[src/cla_macros.svh]
// ~~~~~~~~~~~~~~~~~~~~~~~~~~~~~~~~~~~~~
// Core logic analyzer sizes and widths
// ~~~~~~~~~~~~~~~~~~~~~~~~~~~~~~~~~~~~~
`ifndef CLA_MACROS_SVH
`define CLA_MACROS_SVH

// Debug bus
`define CLA_SIGNAL_WIDTH 16

// Event sources
`define CLA_MATCH_SETS 2
`define CLA_COUNTERS 2
`define CLA_COUNTER_WIDTH 8

// Bits 0-1 match sets, bits 2-3 counter targets
`define CLA_EVENTS 4
`define CLA_EVENT_SEL_WIDTH 2

// Sequencer
`define CLA_NODES 4
`define CLA_NODE_WIDTH 2
`define CLA_EAPS_PER_NODE 2

// Snapshot path toward the trace sink
`define CLA_SNAP_DEPTH 4
`define CLA_SNAP_CREDITS 2

`endif

[src/claPkg.sv]
// ~~~~~~~~~~~~~~~~~~~~~~~~~~~~~~~~~~~~~
// Core logic analyzer shared types
// ~~~~~~~~~~~~~~~~~~~~~~~~~~~~~~~~~~~~~
`include "cla_macros.svh"

package claPkg;

  // Actions fired by one EAP
  typedef struct packed {
    logic incCounter0;
    logic incCounter1;
    logic clearCounters;
    logic snapshot;
    logic interrupt;
    logic traceStart;
    logic traceStop;
  } claActions_t;

  typedef struct packed {
    logic                             enable;
    logic [`CLA_EVENT_SEL_WIDTH-1:0]  eventSelect;
    logic [`CLA_NODE_WIDTH-1:0]       nextNode;
    claActions_t                      actions;
  } claEap_t;

  typedef struct packed {
    logic [`CLA_SIGNAL_WIDTH-1:0] mask;
    logic [`CLA_SIGNAL_WIDTH-1:0] match;
  } claMatchSet_t;

  // EAP index is node * EAPs per node + EAP number
  typedef struct packed {
    logic                                                  enable;
    claMatchSet_t [`CLA_MATCH_SETS-1:0]                    matchSets;
    logic [`CLA_COUNTERS-1:0][`CLA_COUNTER_WIDTH-1:0]      counterTargets;
    claEap_t [`CLA_NODES*`CLA_EAPS_PER_NODE-1:0]           eaps;
  } claConfig_t;

  // One captured record toward the trace sink
  typedef struct packed {
    logic [`CLA_NODE_WIDTH-1:0]   node;
    logic [`CLA_SIGNAL_WIDTH-1:0] signals;
  } claSnapshot_t;

endpackage

[src/claEventGen.sv]
// ~~~~~~~~~~~~~~~~~~~~~~~~~~~~~~~~~~~~~
// Analyzer event generation from mask/match
// sets and saturating counters
// ~~~~~~~~~~~~~~~~~~~~~~~~~~~~~~~~~~~~~
`timescale 1ns/100ps
`include "cla_macros.svh"

module claEventGen (
  input  logic                           gated_clock,
  input  logic                           reset_n,
  input  logic [`CLA_SIGNAL_WIDTH-1:0]   debugSignals,
  input  claPkg::claConfig_t             cfg,
  input  claPkg::claActions_t            counterControl,
  output logic [`CLA_EVENTS-1:0]         events,
  output logic [`CLA_SIGNAL_WIDTH-1:0]   signalsReg
);

  logic [`CLA_COUNTERS-1:0][`CLA_COUNTER_WIDTH-1:0] counters;
  logic [`CLA_COUNTERS-1:0]                         incCounter;

  // Input stage, loads every cycle
  always_ff @(posedge gated_clock) begin
    signalsReg <= debugSignals;
  end

  assign incCounter = {counterControl.incCounter1, counterControl.incCounter0};

  // Clear beats increment, count holds at all ones
  always_ff @(posedge gated_clock) begin
    if (!reset_n) begin
      counters <= '0;
    end else if (counterControl.clearCounters) begin
      counters <= '0;
    end else begin
      for (int c = 0; c < `CLA_COUNTERS; c++) begin
        if (incCounter[c] && (counters[c] != '1)) begin
          counters[c] <= counters[c] + 1'b1;
        end
      end
    end
  end

  always_comb begin
    // Only masked bits take part in the compare
    for (int m = 0; m < `CLA_MATCH_SETS; m++) begin
      events[m] = ((signalsReg ^ cfg.matchSets[m].match) & cfg.matchSets[m].mask) == '0;
    end
    // Target events sit above the match events
    for (int c = 0; c < `CLA_COUNTERS; c++) begin
      events[`CLA_MATCH_SETS + c] = (counters[c] == cfg.counterTargets[c]);
    end
  end

endmodule

[src/claNodeSequencer.sv]
// ~~~~~~~~~~~~~~~~~~~~~~~~~~~~~~~~~~~~~
// Analyzer node sequencer with EAP
// evaluation and action state
// ~~~~~~~~~~~~~~~~~~~~~~~~~~~~~~~~~~~~~
`timescale 1ns/100ps
`include "cla_macros.svh"

module claNodeSequencer (
  input  logic                           gated_clock,
  input  logic                           reset_n,
  input  claPkg::claConfig_t             cfg,
  input  logic [`CLA_EVENTS-1:0]         events,
  input  logic [`CLA_SIGNAL_WIDTH-1:0]   signalsReg,
  input  logic                           interruptClear,
  output claPkg::claActions_t            counterControl,
  output logic [`CLA_NODE_WIDTH-1:0]     currentNode,
  output logic                           debugInterrupt,
  output logic                           traceActive,
  output logic                           snapPush,
  output claPkg::claSnapshot_t           snapRecord
);

  logic                  fire;
  claPkg::claEap_t       firedEap;
  claPkg::claActions_t   actions;

  // Scan from the top so the lowest numbered EAP wins
  always_comb begin
    claPkg::claEap_t eap;
    fire = 1'b0;
    firedEap = '0;
    for (int e = `CLA_EAPS_PER_NODE - 1; e >= 0; e--) begin
      eap = cfg.eaps[currentNode * `CLA_EAPS_PER_NODE + e];
      if (cfg.enable && eap.enable && events[eap.eventSelect]) begin
        fire = 1'b1;
        firedEap = eap;
      end
    end
  end

  assign actions = fire ? firedEap.actions : '0;

  // Counters update on the same edge as the node change
  assign counterControl = actions;

  // Record carries the node before the transition
  assign snapPush = actions.snapshot;
  always_comb begin
    snapRecord.node = currentNode;
    snapRecord.signals = signalsReg;
  end

  always_ff @(posedge gated_clock) begin
    if (!reset_n) begin
      currentNode <= '0;
    end else if (fire) begin
      currentNode <= firedEap.nextNode;
    end
  end

  // Sticky interrupt, a new set wins over clear
  always_ff @(posedge gated_clock) begin
    if (!reset_n) begin
      debugInterrupt <= 1'b0;
    end else if (actions.interrupt) begin
      debugInterrupt <= 1'b1;
    end else if (interruptClear) begin
      debugInterrupt <= 1'b0;
    end
  end

  // Stop has priority over start
  always_ff @(posedge gated_clock) begin
    if (!reset_n) begin
      traceActive <= 1'b0;
    end else if (actions.traceStop) begin
      traceActive <= 1'b0;
    end else if (actions.traceStart) begin
      traceActive <= 1'b1;
    end
  end

endmodule

[src/claSnapshotQueue.sv]
// ~~~~~~~~~~~~~~~~~~~~~~~~~~~~~~~~~~~~~
// Snapshot FIFO with credit-counted
// sender toward the trace sink
// ~~~~~~~~~~~~~~~~~~~~~~~~~~~~~~~~~~~~~
`timescale 1ns/100ps
`include "cla_macros.svh"

module claSnapshotQueue (
  input  logic                   gated_clock,
  input  logic                   reset_n,
  input  logic                   snapPush,
  input  claPkg::claSnapshot_t   snapRecord,
  input  logic                   creditReturn,
  output logic                   snapValid,
  output claPkg::claSnapshot_t   snapData
);

  localparam int PtrWidth = $clog2(`CLA_SNAP_DEPTH);
  localparam int CreditWidth = $clog2(`CLA_SNAP_CREDITS + 1);

  claPkg::claSnapshot_t    entries [`CLA_SNAP_DEPTH];
  logic [PtrWidth-1:0]     wrPtr;
  logic [PtrWidth-1:0]     rdPtr;
  logic [PtrWidth:0]       fill;
  logic [CreditWidth-1:0]  credits;
  logic                    doWrite;
  logic                    doSend;

  // Full queue drops the push
  assign doWrite = snapPush && (fill != (PtrWidth + 1)'(`CLA_SNAP_DEPTH));
  assign doSend = (credits != '0) && (fill != '0);

  always_ff @(posedge gated_clock) begin
    if (doWrite) begin
      entries[wrPtr] <= snapRecord;
    end
    if (doSend) begin
      snapData <= entries[rdPtr];
    end
  end

  // Pointers wrap naturally, depth is a power of two
  always_ff @(posedge gated_clock) begin
    if (!reset_n) begin
      wrPtr <= '0;
      rdPtr <= '0;
      fill <= '0;
      snapValid <= 1'b0;
    end else begin
      if (doWrite) begin
        wrPtr <= wrPtr + 1'b1;
      end
      if (doSend) begin
        rdPtr <= rdPtr + 1'b1;
      end
      fill <= fill + (PtrWidth + 1)'(doWrite) - (PtrWidth + 1)'(doSend);
      snapValid <= doSend;
    end
  end

  // One credit spent per send, one back per return pulse
  always_ff @(posedge gated_clock) begin
    if (!reset_n) begin
      credits <= CreditWidth'(`CLA_SNAP_CREDITS);
    end else begin
      credits <= credits - CreditWidth'(doSend) + CreditWidth'(creditReturn);
    end
  end

endmodule

[src/claTop.sv]
// ~~~~~~~~~~~~~~~~~~~~~~~~~~~~~~~~~~~~~
// Core logic analyzer top level
// ~~~~~~~~~~~~~~~~~~~~~~~~~~~~~~~~~~~~~
`timescale 1ns/100ps
`include "cla_macros.svh"

module claTop (
  input  logic                           gated_clock,
  input  logic                           reset_n,
  input  logic [`CLA_SIGNAL_WIDTH-1:0]   debugSignals,
  input  claPkg::claConfig_t             cfg,
  input  logic                           interruptClear,
  input  logic                           creditReturn,
  output logic [`CLA_NODE_WIDTH-1:0]     currentNode,
  output logic                           debugInterrupt,
  output logic                           traceActive,
  output logic                           snapValid,
  output claPkg::claSnapshot_t           snapData
);

  logic [`CLA_EVENTS-1:0]        events;
  logic [`CLA_SIGNAL_WIDTH-1:0]  signalsReg;
  claPkg::claActions_t           counterControl;
  logic                          snapPush;
  claPkg::claSnapshot_t          snapRecord;

  claEventGen eventGen (
    .gated_clock    (gated_clock),
    .reset_n        (reset_n),
    .debugSignals   (debugSignals),
    .cfg            (cfg),
    .counterControl (counterControl),
    .events         (events),
    .signalsReg     (signalsReg)
  );

  claNodeSequencer nodeSequencer (
    .gated_clock    (gated_clock),
    .reset_n        (reset_n),
    .cfg            (cfg),
    .events         (events),
    .signalsReg     (signalsReg),
    .interruptClear (interruptClear),
    .counterControl (counterControl),
    .currentNode    (currentNode),
    .debugInterrupt (debugInterrupt),
    .traceActive    (traceActive),
    .snapPush       (snapPush),
    .snapRecord     (snapRecord)
  );

  // Output path toward the trace sink
  claSnapshotQueue snapshotQueue (
    .gated_clock  (gated_clock),
    .reset_n      (reset_n),
    .snapPush     (snapPush),
    .snapRecord   (snapRecord),
    .creditReturn (creditReturn),
    .snapValid    (snapValid),
    .snapData     (snapData)
  );

endmodule

[config.mk]
export PLATFORM = sky130hd
export DESIGN_NAME = claTop
export DESIGN_NICKNAME = d
export VERILOG_FILES = /design/src/claPkg.sv /design/src/claEventGen.sv /design/src/claNodeSequencer.sv /design/src/claSnapshotQueue.sv /design/src/claTop.sv
export VERILOG_INCLUDE_DIRS = /design/src
export SDC_FILE = /design/constraint.sdc
export NUM_CORES = 1
export LEC_CHECK = 0
export BUFFER_PORTS_ARGS = -buffer_cell sky130_fd_sc_hd__buf_2
export CAP_MARGIN = 20
export CORE_UTILIZATION = 47
export CTS_BUF_LIST = sky130_fd_sc_hd__clkbuf_2
export CTS_CLUSTER_SIZE = 12
export DETAILED_ROUTE_END_ITERATION = 8
export MAX_ROUTING_LAYER = met4
export PLACE_DENSITY = 0.85
export SLEW_MARGIN = 20
export SYNTH_ARGS = -nofsm -noshare
export SYNTH_HDL_FRONTEND = slang
export SYNTH_SLANG_ARGS = --single-unit
[constraint.sdc]
create_clock -name gated_clock -period 2.95 [get_ports gated_clock]
set_input_delay 0.295 -clock gated_clock [delete_from_list [all_inputs] [get_ports gated_clock]]
set_output_delay 0.295 -clock gated_clock [all_outputs]
set_load 0.005 [all_outputs]
# == Yosys cells after proc, flatten, opt, wreduce, memory -nomap -nowiden ==
# Memory sizes are Yosys's and may differ from the RTL's. A register that Yosys moved wholly into a read port is not among the register bits.
# Index checks and enable logic that the tools add are counted.
# totals
reg_bits,46
ramBits,72
inputBits,197
output_inout_bits,23
elab_cells,67
memories,1
# memory_table
memory,depth,width,rd,rd_ports_with_merged_regs,wr,line,text
snapshotQueue.entries,4,18,1,1,1,claSnapshotQueue.sv:21,claPkg::claSnapshot_t entries [`CLA_SNAP_DEPTH];
# op_classes
addsub,9
order_cmp,4
eq_ne,5
mux,17
bitwise_logic,5
reduce_logical,15
# ops
op,count
binary-select mux 12 bit (select 3 bit),1
bitwise AND 16 bit,2
zero test 16 bit,2
"less-than comparator 32 x 4 -> 1 bit, second input constant",1
bitwise XOR 16 bit,2
binary-select mux 12 bit (select 2 bit),1
two-way mux 12 bit,2
two-way mux 9 bit,2
"adder 8 x 1 -> 8 bit, second input constant",2
equality test 8 bit,2
"inequality test 8 bit, second input constant",2
logical AND 1 bit,8
two-way mux 1 bit,8
two-way mux 7 bit,1
"less-than comparator 2 x 3 -> 1 bit, second input constant",2
"adder 2 x 1 -> 2 bit, second input constant",2
"adder 3 x 1 -> 4 bit, second input constant",1
binary-select mux 1 bit (select 2 bit),2
"less-than comparator 3 x 4 -> 1 bit, second input constant",1
nonzero test 2 bit,2
OR reduction 2 bit,2
adder 3 x 1 -> 3 bit,1
"inequality test 3 bit, second input constant",1
nonzero test 3 bit,1
4 further kinds,4

# == Logic depth before layout (Yosys ltp) ==
# Gate-level depths: netlist of run 1.
# depth
depth_word,12
mapped_depth,15

# == Hierarchy ==
# Synthesis of run 1 repeated with hierarchy kept, for this count alone.
# hier_totals
cells_unflattened,448
area_unflattened_um2,6542.5
# by_module_without_submodules
mod,n_inst,cells_each,area_per_inst_um2,seq_area_each_um2
claSnapshotQueue,1,169,3688.5,2902.8
claEventGen,1,182,1727.9,640.6
claNodeSequencer,1,97,1126.1,80.1

# == Worst setup path after synthesis of run 1 ==
# No wires, ideal clock.
# synth_timing
kind,reg-to-reg
start,register nodeSequencer.currentNode[0]
end,register snapshotQueue.fill[2]
setup_time_ns,0.118
arrival_ns,2.854
path_slack_ns,-0.023
path_stages_with_launch,16
path_buffers,1
cell_sequence,dfxtp_1 buf_6 mux4_2 nand2b_4 a21oi_4 nor3_4 nand4_1 mux2i_1 nand2_1 inv_1 ha_1 inv_1 fa_1 xor2_1 xnor2_1 nor2_1
# synth_via
elab_chain_len,12
# synth_lines
element,line,text
from (decl),claNodeSequencer.sv:16,"output logic [`CLA_NODE_WIDTH-1:0] currentNode,"
from (signal assigned),claNodeSequencer.sv:57,currentNode <= firedEap.nextNode;
adder 3 x 1 -> 4 bit,claNodeSequencer.sv:33,eap = cfg.eaps[currentNode * `CLA_EAPS_PER_NODE + e];
binary-select mux 12 bit (select 3 bit),claNodeSequencer.sv:33,
two-way mux 12 bit,claNodeSequencer.sv:33,
binary-select mux 1 bit (select 2 bit),claNodeSequencer.sv:34,if (cfg.enable && eap.enable && events[eap.eventSelect]) begin
two-way mux 1 bit (not written as such),claNodeSequencer.sv:34,
logical AND 1 bit,claNodeSequencer.sv:34,
two-way mux 9 bit / two-way mux 1 bit (equally long branches) (2 in series),claNodeSequencer.sv:34,
two-way mux 7 bit (*),claNodeSequencer.sv:41,assign actions = fire ? firedEap.actions : '0;
logical AND 1 bit (*),claSnapshotQueue.sv:30,assign doWrite = snapPush && (fill != (PtrWidth + 1)'(`CLA_SNAP_DEPTH));
net snapshotQueue.doWrite,claSnapshotQueue.sv:26,logic doWrite;
adder 3 x 1 -> 3 bit (*),claSnapshotQueue.sv:56,fill <= fill + (PtrWidth + 1)'(doWrite) - (PtrWidth + 1)'(doSend);
subtractor 3 x 1 -> 3 bit (*),claSnapshotQueue.sv:56,
to (signal assigned),claSnapshotQueue.sv:56,
to (decl),claSnapshotQueue.sv:24,logic [PtrWidth:0] fill;
# Mark *: on every way through the listed nets, which the timed path passes. The rest lies on a longest branch. The select of a mux whose other input is x is not followed.
# A chain may end at the register's enable or synchronous reset.

# == Final worst setup path of run 1 ==
# layout_timing
start,register eventGen.signalsReg[7]
end,register snapshotQueue.fill[2]
# layout_via
elab_chain_len,12
# layout_lines
element,line,text
from (decl),claEventGen.sv:15,output logic [`CLA_SIGNAL_WIDTH-1:0] signalsReg
from (signal assigned),claEventGen.sv:23,signalsReg <= debugSignals;
bitwise XOR 16 bit,claEventGen.sv:46,events[m] = ((signalsReg ^ cfg.matchSets[m].match) & cfg.matchSets[m].mask) == '0;
bitwise AND 16 bit,claEventGen.sv:46,
zero test 16 bit,claEventGen.sv:46,
binary-select mux 1 bit (select 2 bit),claNodeSequencer.sv:34,
two-way mux 1 bit (not written as such),claNodeSequencer.sv:34,
logical AND 1 bit,claNodeSequencer.sv:34,
two-way mux 9 bit / two-way mux 1 bit (equally long branches) (2 in series),claNodeSequencer.sv:34,
two-way mux 7 bit (*),claNodeSequencer.sv:41,
logical AND 1 bit (*),claSnapshotQueue.sv:30,
net snapshotQueue.doWrite,claSnapshotQueue.sv:26,
adder 3 x 1 -> 3 bit (*),claSnapshotQueue.sv:56,
subtractor 3 x 1 -> 3 bit (*),claSnapshotQueue.sv:56,
# Marks and branches as above.

==> results.sh, run 1 <==
export IMPL_first_pass_iters=4
export IMPL_power_uw=5060
export IMPL_rrSetupSlack_ps=90
export IMPL_drtAntennaViolNets=0
export IMPL_drc_errors=0
export IMPL_grt_max_degree=25
export IMPL_netlist_area_mm2=0.00648
export IMPL_slew_headroom_pct=34.5
export IMPL_antenna_found_initial=0
export IMPL_wl_met2_um=8900
export IMPL_first_iter_violations=216
export IMPL_synth_warnings=0
export IMPL_hold_start="cfg[14]"
export IMPL_arrival_ps=3410
export IMPL_switching_share_pct=29.4
export IMPL_finalCritPeriodShare_pct=97.0
export IMPL_hold_path_class="input port to register"
export IMPL_gr_total_overflow=0
export IMPL_ff2ff_path_depth=14
export IMPL_critPathMaxFanout=6
export IMPL_ys_seq_area_share_pct=55.9
export IMPL_critPathLaunchType="register"
export IMPL_synthDistinctLibCells=53
export IMPL_vias_per_cell=5.37
export IMPL_setup_viol=0
export IMPL_ir_drop_uv=244
export IMPL_initial_core_util_pct=48.5
export IMPL_async_reset_ff_share_pct=0
export IMPL_first_global_vias=5158
export IMPL_syn_inst=447
export IMPL_htreeDepth=4
export IMPL_pwr_share_seq_pct=49.1
export IMPL_post_dp_hpwl_um=12400
export IMPL_min_to="nodeSequencer.debugInterrupt"
export IMPL_r2r_end="snapshotQueue.fill[2]"
export IMPL_cts_tree="yes"
export IMPL_crit_start="eventGen.signalsReg[7]"
export IMPL_path_class="register to register"
export IMPL_period_needed_ps=2860
export IMPL_grt_pass1_wl_um=25000
export IMPL_cts_num_sinks=136
export IMPL_ff_latch_area_mm2=0.00364
export IMPL_worstMarginPinSlew_ps=982
export IMPL_port_buffers=219
export IMPL_endpoint_kind="register"
export IMPL_switching_power_uw=1490
export IMPL_netlist_top_cells_count="edfxtp_1 (90), xor2_1 (51), dfxtp_1 (46)"
export IMPL_power_density_mw_per_mm2=593
export IMPL_stdcell_area_mm2=0.00852
export IMPL_max_cap_viol_count=0
export IMPL_yosysMostFrequentCell="edfxtp_1"
export IMPL_synth_top_flop_cell="edfxtp_1"
export IMPL_n_antenna_cell=0
export IMPL_finClkSkew_ps=40.0
export IMPL_synth_edf_count=90
export IMPL_fmax_mhz=349
export IMPL_outcome="complete, no violations"
export IMPL_rsz0062_at_grt="true"
export IMPL_die_area_mm2=0.0143
export IMPL_r2r_start="eventGen.signalsReg[7]"
export IMPL_clock_latency_ps=650
export IMPL_wl_per_cell_um=17.9
export IMPL_cts_made_buffers=17
export IMPL_root_buffer="clkbuf_2"
export IMPL_leakagePower_uw=0.00351
export IMPL_core_area_mm2=0.0133
export IMPL_power_share_clock_pct=22.2
export IMPL_worstHoldPathCells=4
export IMPL_finalMaxSlewViolations=0
export IMPL_synth_area_leader_cell="edfxtp_1"
export IMPL_synth_top_cell_area_share_pct=41.7
export IMPL_rows=42
export IMPL_worstPathRequired_ps=3500
export IMPL_fillers=1024
export IMPL_area_growth_pct=31.5
export IMPL_final_setup_tns_ps=0
export IMPL_synth_nets=655
export IMPL_die_y_um=119
export IMPL_wl_met1_um=5910
export IMPL_placed_area_mm2=0.00801
export IMPL_finalNetCount=933
export IMPL_die_w_um=119
export IMPL_combPwrFrac_pct=28.7
export IMPL_multi_input_area_mm2=0.00274
export IMPL_ys_seq_elements=136
export IMPL_postSynthAreaPerCell_um2=14.5
export IMPL_wirelength_um=16300
export IMPL_power_internal_uw=3570
export IMPL_yosys_top_cells_area="edfxtp_1 (42%), dfxtp_1 (14%), mux4_2 (14%)"
export IMPL_hold_viol=0
export IMPL_dr_wl_met3_um=1170
export IMPL_vias=4911
export IMPL_track_usage_pct=24.3
export IMPL_routed_top_layer="met4"
export IMPL_drive_gt1_share_pct=47.4
export IMPL_path_clk_slew_ps=200
export IMPL_place_congestion=0.838
export IMPL_clk_path_buf_depth=2
export IMPL_design_portCount=220
[registers in the layout, indices dropped and copies added, names as in the netlist, 2 cells and up]
signal and cells:
eventGen.counters 16, eventGen.signalsReg 16, nodeSequencer.currentNode 2, snapshotQueue.credits 2
snapshotQueue.entries 72, snapshotQueue.fill 3, snapshotQueue.rdPtr 2, snapshotQueue.snapData 18
snapshotQueue.wrPtr 2
[layer usage]
metal / up-vias / track usage [%]
li1: 2284 / -
met1: 2355 / 25.6
met2: 245 / 43.8
met3: 27 / 5.03
met4: 0 / 10.5
met5: - / -
[repair_timing]
action                                 CTS  global route
resized for setup                        4            13
setup buffers                            0             2
pin swaps                                0             7
hold buffers                            21             0
setup endpoints to repair                1             8
endpoints found under the hold margin   23             0
[worst max-delay path by stage]
stage | cells past startpoint | end | slack, ps
after floorplan | 15 | snapshotQueue.fill[2] | 10
after detailed placement | 15 | snapshotQueue.fill[2] | -10
after CTS | 16 | snapshotQueue.fill[2] | 20
final | 14 | snapshotQueue.fill[2] | 90
after global routing | 15 | snapshotQueue.fill[2] | -110
after global placement | 16 | snapshotQueue.fill[2] | 50
[per-stage QoR]
stage | hold slack [ps] | instances | worst slack [ps] | util, %
floorplan | 323 | 447 | 13.9 | -
global placement | 399 | 859 | 54.1 | 60.0
detailed placement | 399 | 859 | -12.3 | 60.0
CTS | 11.5 | 912 | 24.4 | 63.5
global route | 18.9 | 914 | -112 | 63.8
finish | 88.0 | 914 | 88.1 | 63.8
[placed cells by master (no fill, tap or decap), types with 6 or more instances in the layout]
cell type        n
ha_1             9
a21oi_1         11
dfxtp_2          8
nand3_1         10
a22oi_1         15
inv_1           16
nand2_1         14
xnor2_1          6
mux2i_1          9
nand4_1          7
nor3_1           6
dfxtp_1         36
and3_1          10
clkbuf_2        19
edfxtp_1        90
nor2_1          29
buf_4           29
mux4_2          39
xor2_1          51
dlygate4sd3_1   21
buf_2          219
and2_1           7
[power groups by stage]
stage          combinational, µW  sequential, µW  clock [µW]
2_1_floorplan                888            2480           0
3_5_place_dp                1420            2530           0
3_3_place_gp                1370            2520           0
6_report                    1450            2480        1120
5_1_grt                     1580            2510        1230
4_1_cts                     1450            2490        1150
[worst max-delay path, stage by stage (launching register included)]
cell	delay [ps]
dfxtp_1	510
xor2_1	110
a22oi_1	220
nand4_1	260
o21ai_1	260
nand4_1	160
mux2i_1	220
nand2_1	70
inv_1	60
ha_2	160
inv_2	40
fa_2	340
xor2_1	150
xnor2_1	150
nor2_1	50
[layout make-up]
type | count | share of cell area, %
clock inverter | 13 | 1.82
tap | 176 | 2.58
sequential | 136 | 42.7
inverter | 18 | 0.793
multi-input combinational | 279 | 32.1
timing repair buffer | 273 | 18.8
clock buffer | 19 | 1.12
[cells by family after synthesis]
family,synth area share [%]
simple gates,9.56
mux,16.7
fa+ha+maj,2.24
compound gates,5.68
xor+xnor,7.71
buf+inv,2.16
flops,55.9
Note: power is estimated with default switching activity, not from simulation.
==> run 2: changes to the inputs <==
Settings changed: ABC_CLOCK_PERIOD_IN_PS from default to 3400, CORE_UTILIZATION 47 to 50, GPL_TIMING_DRIVEN from default to 0, PLACE_DENSITY 0.85 to 0.87.
Clock period 2.95 ns to 3.4 ns, I/O delays scaled along.
==> results.sh, run 2 (synthesis gave the netlist of run 1 again) <==
export IMPL_outcome="complete, no violations"
export IMPL_wirelength_um=16600
export IMPL_final_core_util_pct=65.8
export IMPL_vias=4939
export IMPL_finalMaxSlewViolations=0
export IMPL_first_iter_violations=278
export IMPL_hold_start="cfg[62]"
export IMPL_die_area_mm2=0.0134
export IMPL_mostFrequentLayoutCell="buf_2"
export IMPL_setup_ws_ps=113
export IMPL_worstMarginPinSlew_ps=913
export IMPL_antenna_found_initial=0
export IMPL_cts_tree="yes"
export IMPL_fillers=915
export IMPL_drtAntennaViolNets=0
export IMPL_endpoint_kind="register"
export IMPL_slowest_stage="dfxtp_1"
export IMPL_core_area_mm2=0.0126
export IMPL_largest_register_ffs=72
export IMPL_cts_num_sinks=136
export IMPL_design_portCount=220
export IMPL_finalCritPeriodShare_pct=96.7
export IMPL_critPathLaunchType="register"
export IMPL_layout_common_cells="buf_2 (222), edfxtp_1 (90), xor2_1 (51), dfxtp_1 (42), mux4_2 (39)"
export IMPL_die_y_um=116
export IMPL_finalNetCount=918
export IMPL_worstPathRequired_ps=3950
export IMPL_grt_max_degree=24
export IMPL_ff_latch_area_mm2=0.00363
export IMPL_grt_pass1_wl_um=24500
export IMPL_vias_per_cell=5.52
export IMPL_root_buffer="clkbuf_2"
export IMPL_path_class="register to register"
export IMPL_stdcell_area_mm2=0.00830
export IMPL_period_needed_ps=3290
export IMPL_r2r_start="eventGen.signalsReg[1]"
export IMPL_place_congestion=0.857
export IMPL_hold_path_class="input port to register"
export IMPL_post_dp_hpwl_um=12400
export IMPL_crit_start="eventGen.signalsReg[1]"
export IMPL_first_global_vias=5014
export IMPL_largest_register="snapshotQueue.entries"
export IMPL_finClkSkew_ps=19.3
export IMPL_arrival_ps=3840
export IMPL_initial_core_util_pct=51.3
export IMPL_cp_cell_sequence="xor2_1, a22oi_1, nand4_1, buf_4, o21ai_2, nand4_1, mux2i_2, nand2_1, inv_1, ha_1, inv_1, fa_1, xor2_1, xnor2_1, nor2_1"
export IMPL_clock_latency_ps=660
export IMPL_gr_total_overflow=0
export IMPL_ir_drop_uv=274
export IMPL_max_cap_viol_count=0
export IMPL_first_pass_iters=5
export IMPL_max_stage_delay_ps=510
export IMPL_leakagePower_uw=0.00337
export IMPL_slew_headroom_pct=39.1
export IMPL_hold_viol=0
export IMPL_cts_made_buffers=17
export IMPL_port_buffers=219
export IMPL_htreeDepth=4
export IMPL_placed_area_mm2=0.00779
export IMPL_multi_input_area_mm2=0.00277
export IMPL_die_w_um=116
export IMPL_wl_per_cell_um=18.5
export IMPL_n_antenna_cell=0
export IMPL_fin_hold_ws_ps=138
export IMPL_critPathTopFamily="adder cells"
export IMPL_rows=41
export IMPL_fmax_mhz=304
export IMPL_placed_cells=838
export IMPL_critPathMaxFanout=6
export IMPL_path_clk_slew_ps=200
export IMPL_clk_path_buf_depth=2
export IMPL_track_usage_pct=26.2
export IMPL_drive_gt1_share_pct=45.0
export IMPL_reg_top3="snapshotQueue.entries: 72 flops, snapshotQueue.snapData: 18 flops"
export IMPL_setup_viol=0
export IMPL_crit_buf_inv=3
export IMPL_area_growth_pct=28.2
export IMPL_pre_cts_ws_ps=-197
export IMPL_power_density_mw_per_mm2=514
export IMPL_drc_errors=0
export IMPL_layout_cells_non_filler=895
## run 2: report_power, final
part	switching, µW	internal, µW	total [µW]
Sequential	106	2030	2130
Combinational	643	625	1270
Clock	593	270	863
## run 2: final cells by class
class	instances	area share [%]
well taps	172	2.59
clock buffers	18	1.08
repair buffers	245	16.2
multi-input cells	279	33.3
clock inverters	14	1.52
inverters	18	0.814
plain buffers	13	0.769
flip-flops and latches	136	43.7
## run 2: worst register-to-register path, stage by stage (launching register included)
cell and delay, ps:
dfxtp_1 510, xor2_1 170, a22oi_1 320, nand4_1 140
buf_4 190, o21ai_2 200, nand4_1 200, mux2i_2 330
nand2_1 90, inv_1 60, ha_1 130, inv_1 50
fa_1 400, xor2_1 160, xnor2_1 180, nor2_1 70
## run 2: timing repair
item	in CTS	in global routing
gates cloned	0	0
endpoints found under the hold margin	23	0
endpoints found under the setup margin	73	19
hold buffers	21	0
pin swaps	0	5
gates resized for setup	8	9
setup buffers	0	5
## run 2: path summary, 6_finish.rpt
path                                  end  slack (ps)  depth (start not counted)
min          nodeSequencer.debugInterrupt         140                          4
max reg2reg         snapshotQueue.fill[2]         110                         15
min reg2reg   snapshotQueue.entries[2][5]         550                          0
max                 snapshotQueue.fill[2]         110                         15
## run 2: per-stage QoR
stage / setup TNS [ps] / total power (µW)
final: 0 / 4260
after global placement: -3740 / 3320
after detailed placement: -12750 / 3390
after global routing: -5.00 / 4480
after floorplan: 0 / 2920
after CTS: 0 / 4280
## run 2: layer usage
| layer | share of wire (%) | up-vias | wire (µm) | track usage, % |
|---|---|---|---|---|
| li1 | - | 2269 | - | - |
| met1 | 36 | 2360 | 6030 | 27.1 |
| met2 | 54 | 277 | 8940 | 47.8 |
| met3 | 6.8 | 33 | 1130 | 5.28 |
| met4 | 2.8 | 0 | 464 | 12.0 |
| met5 | 0 | - | 0 | - |
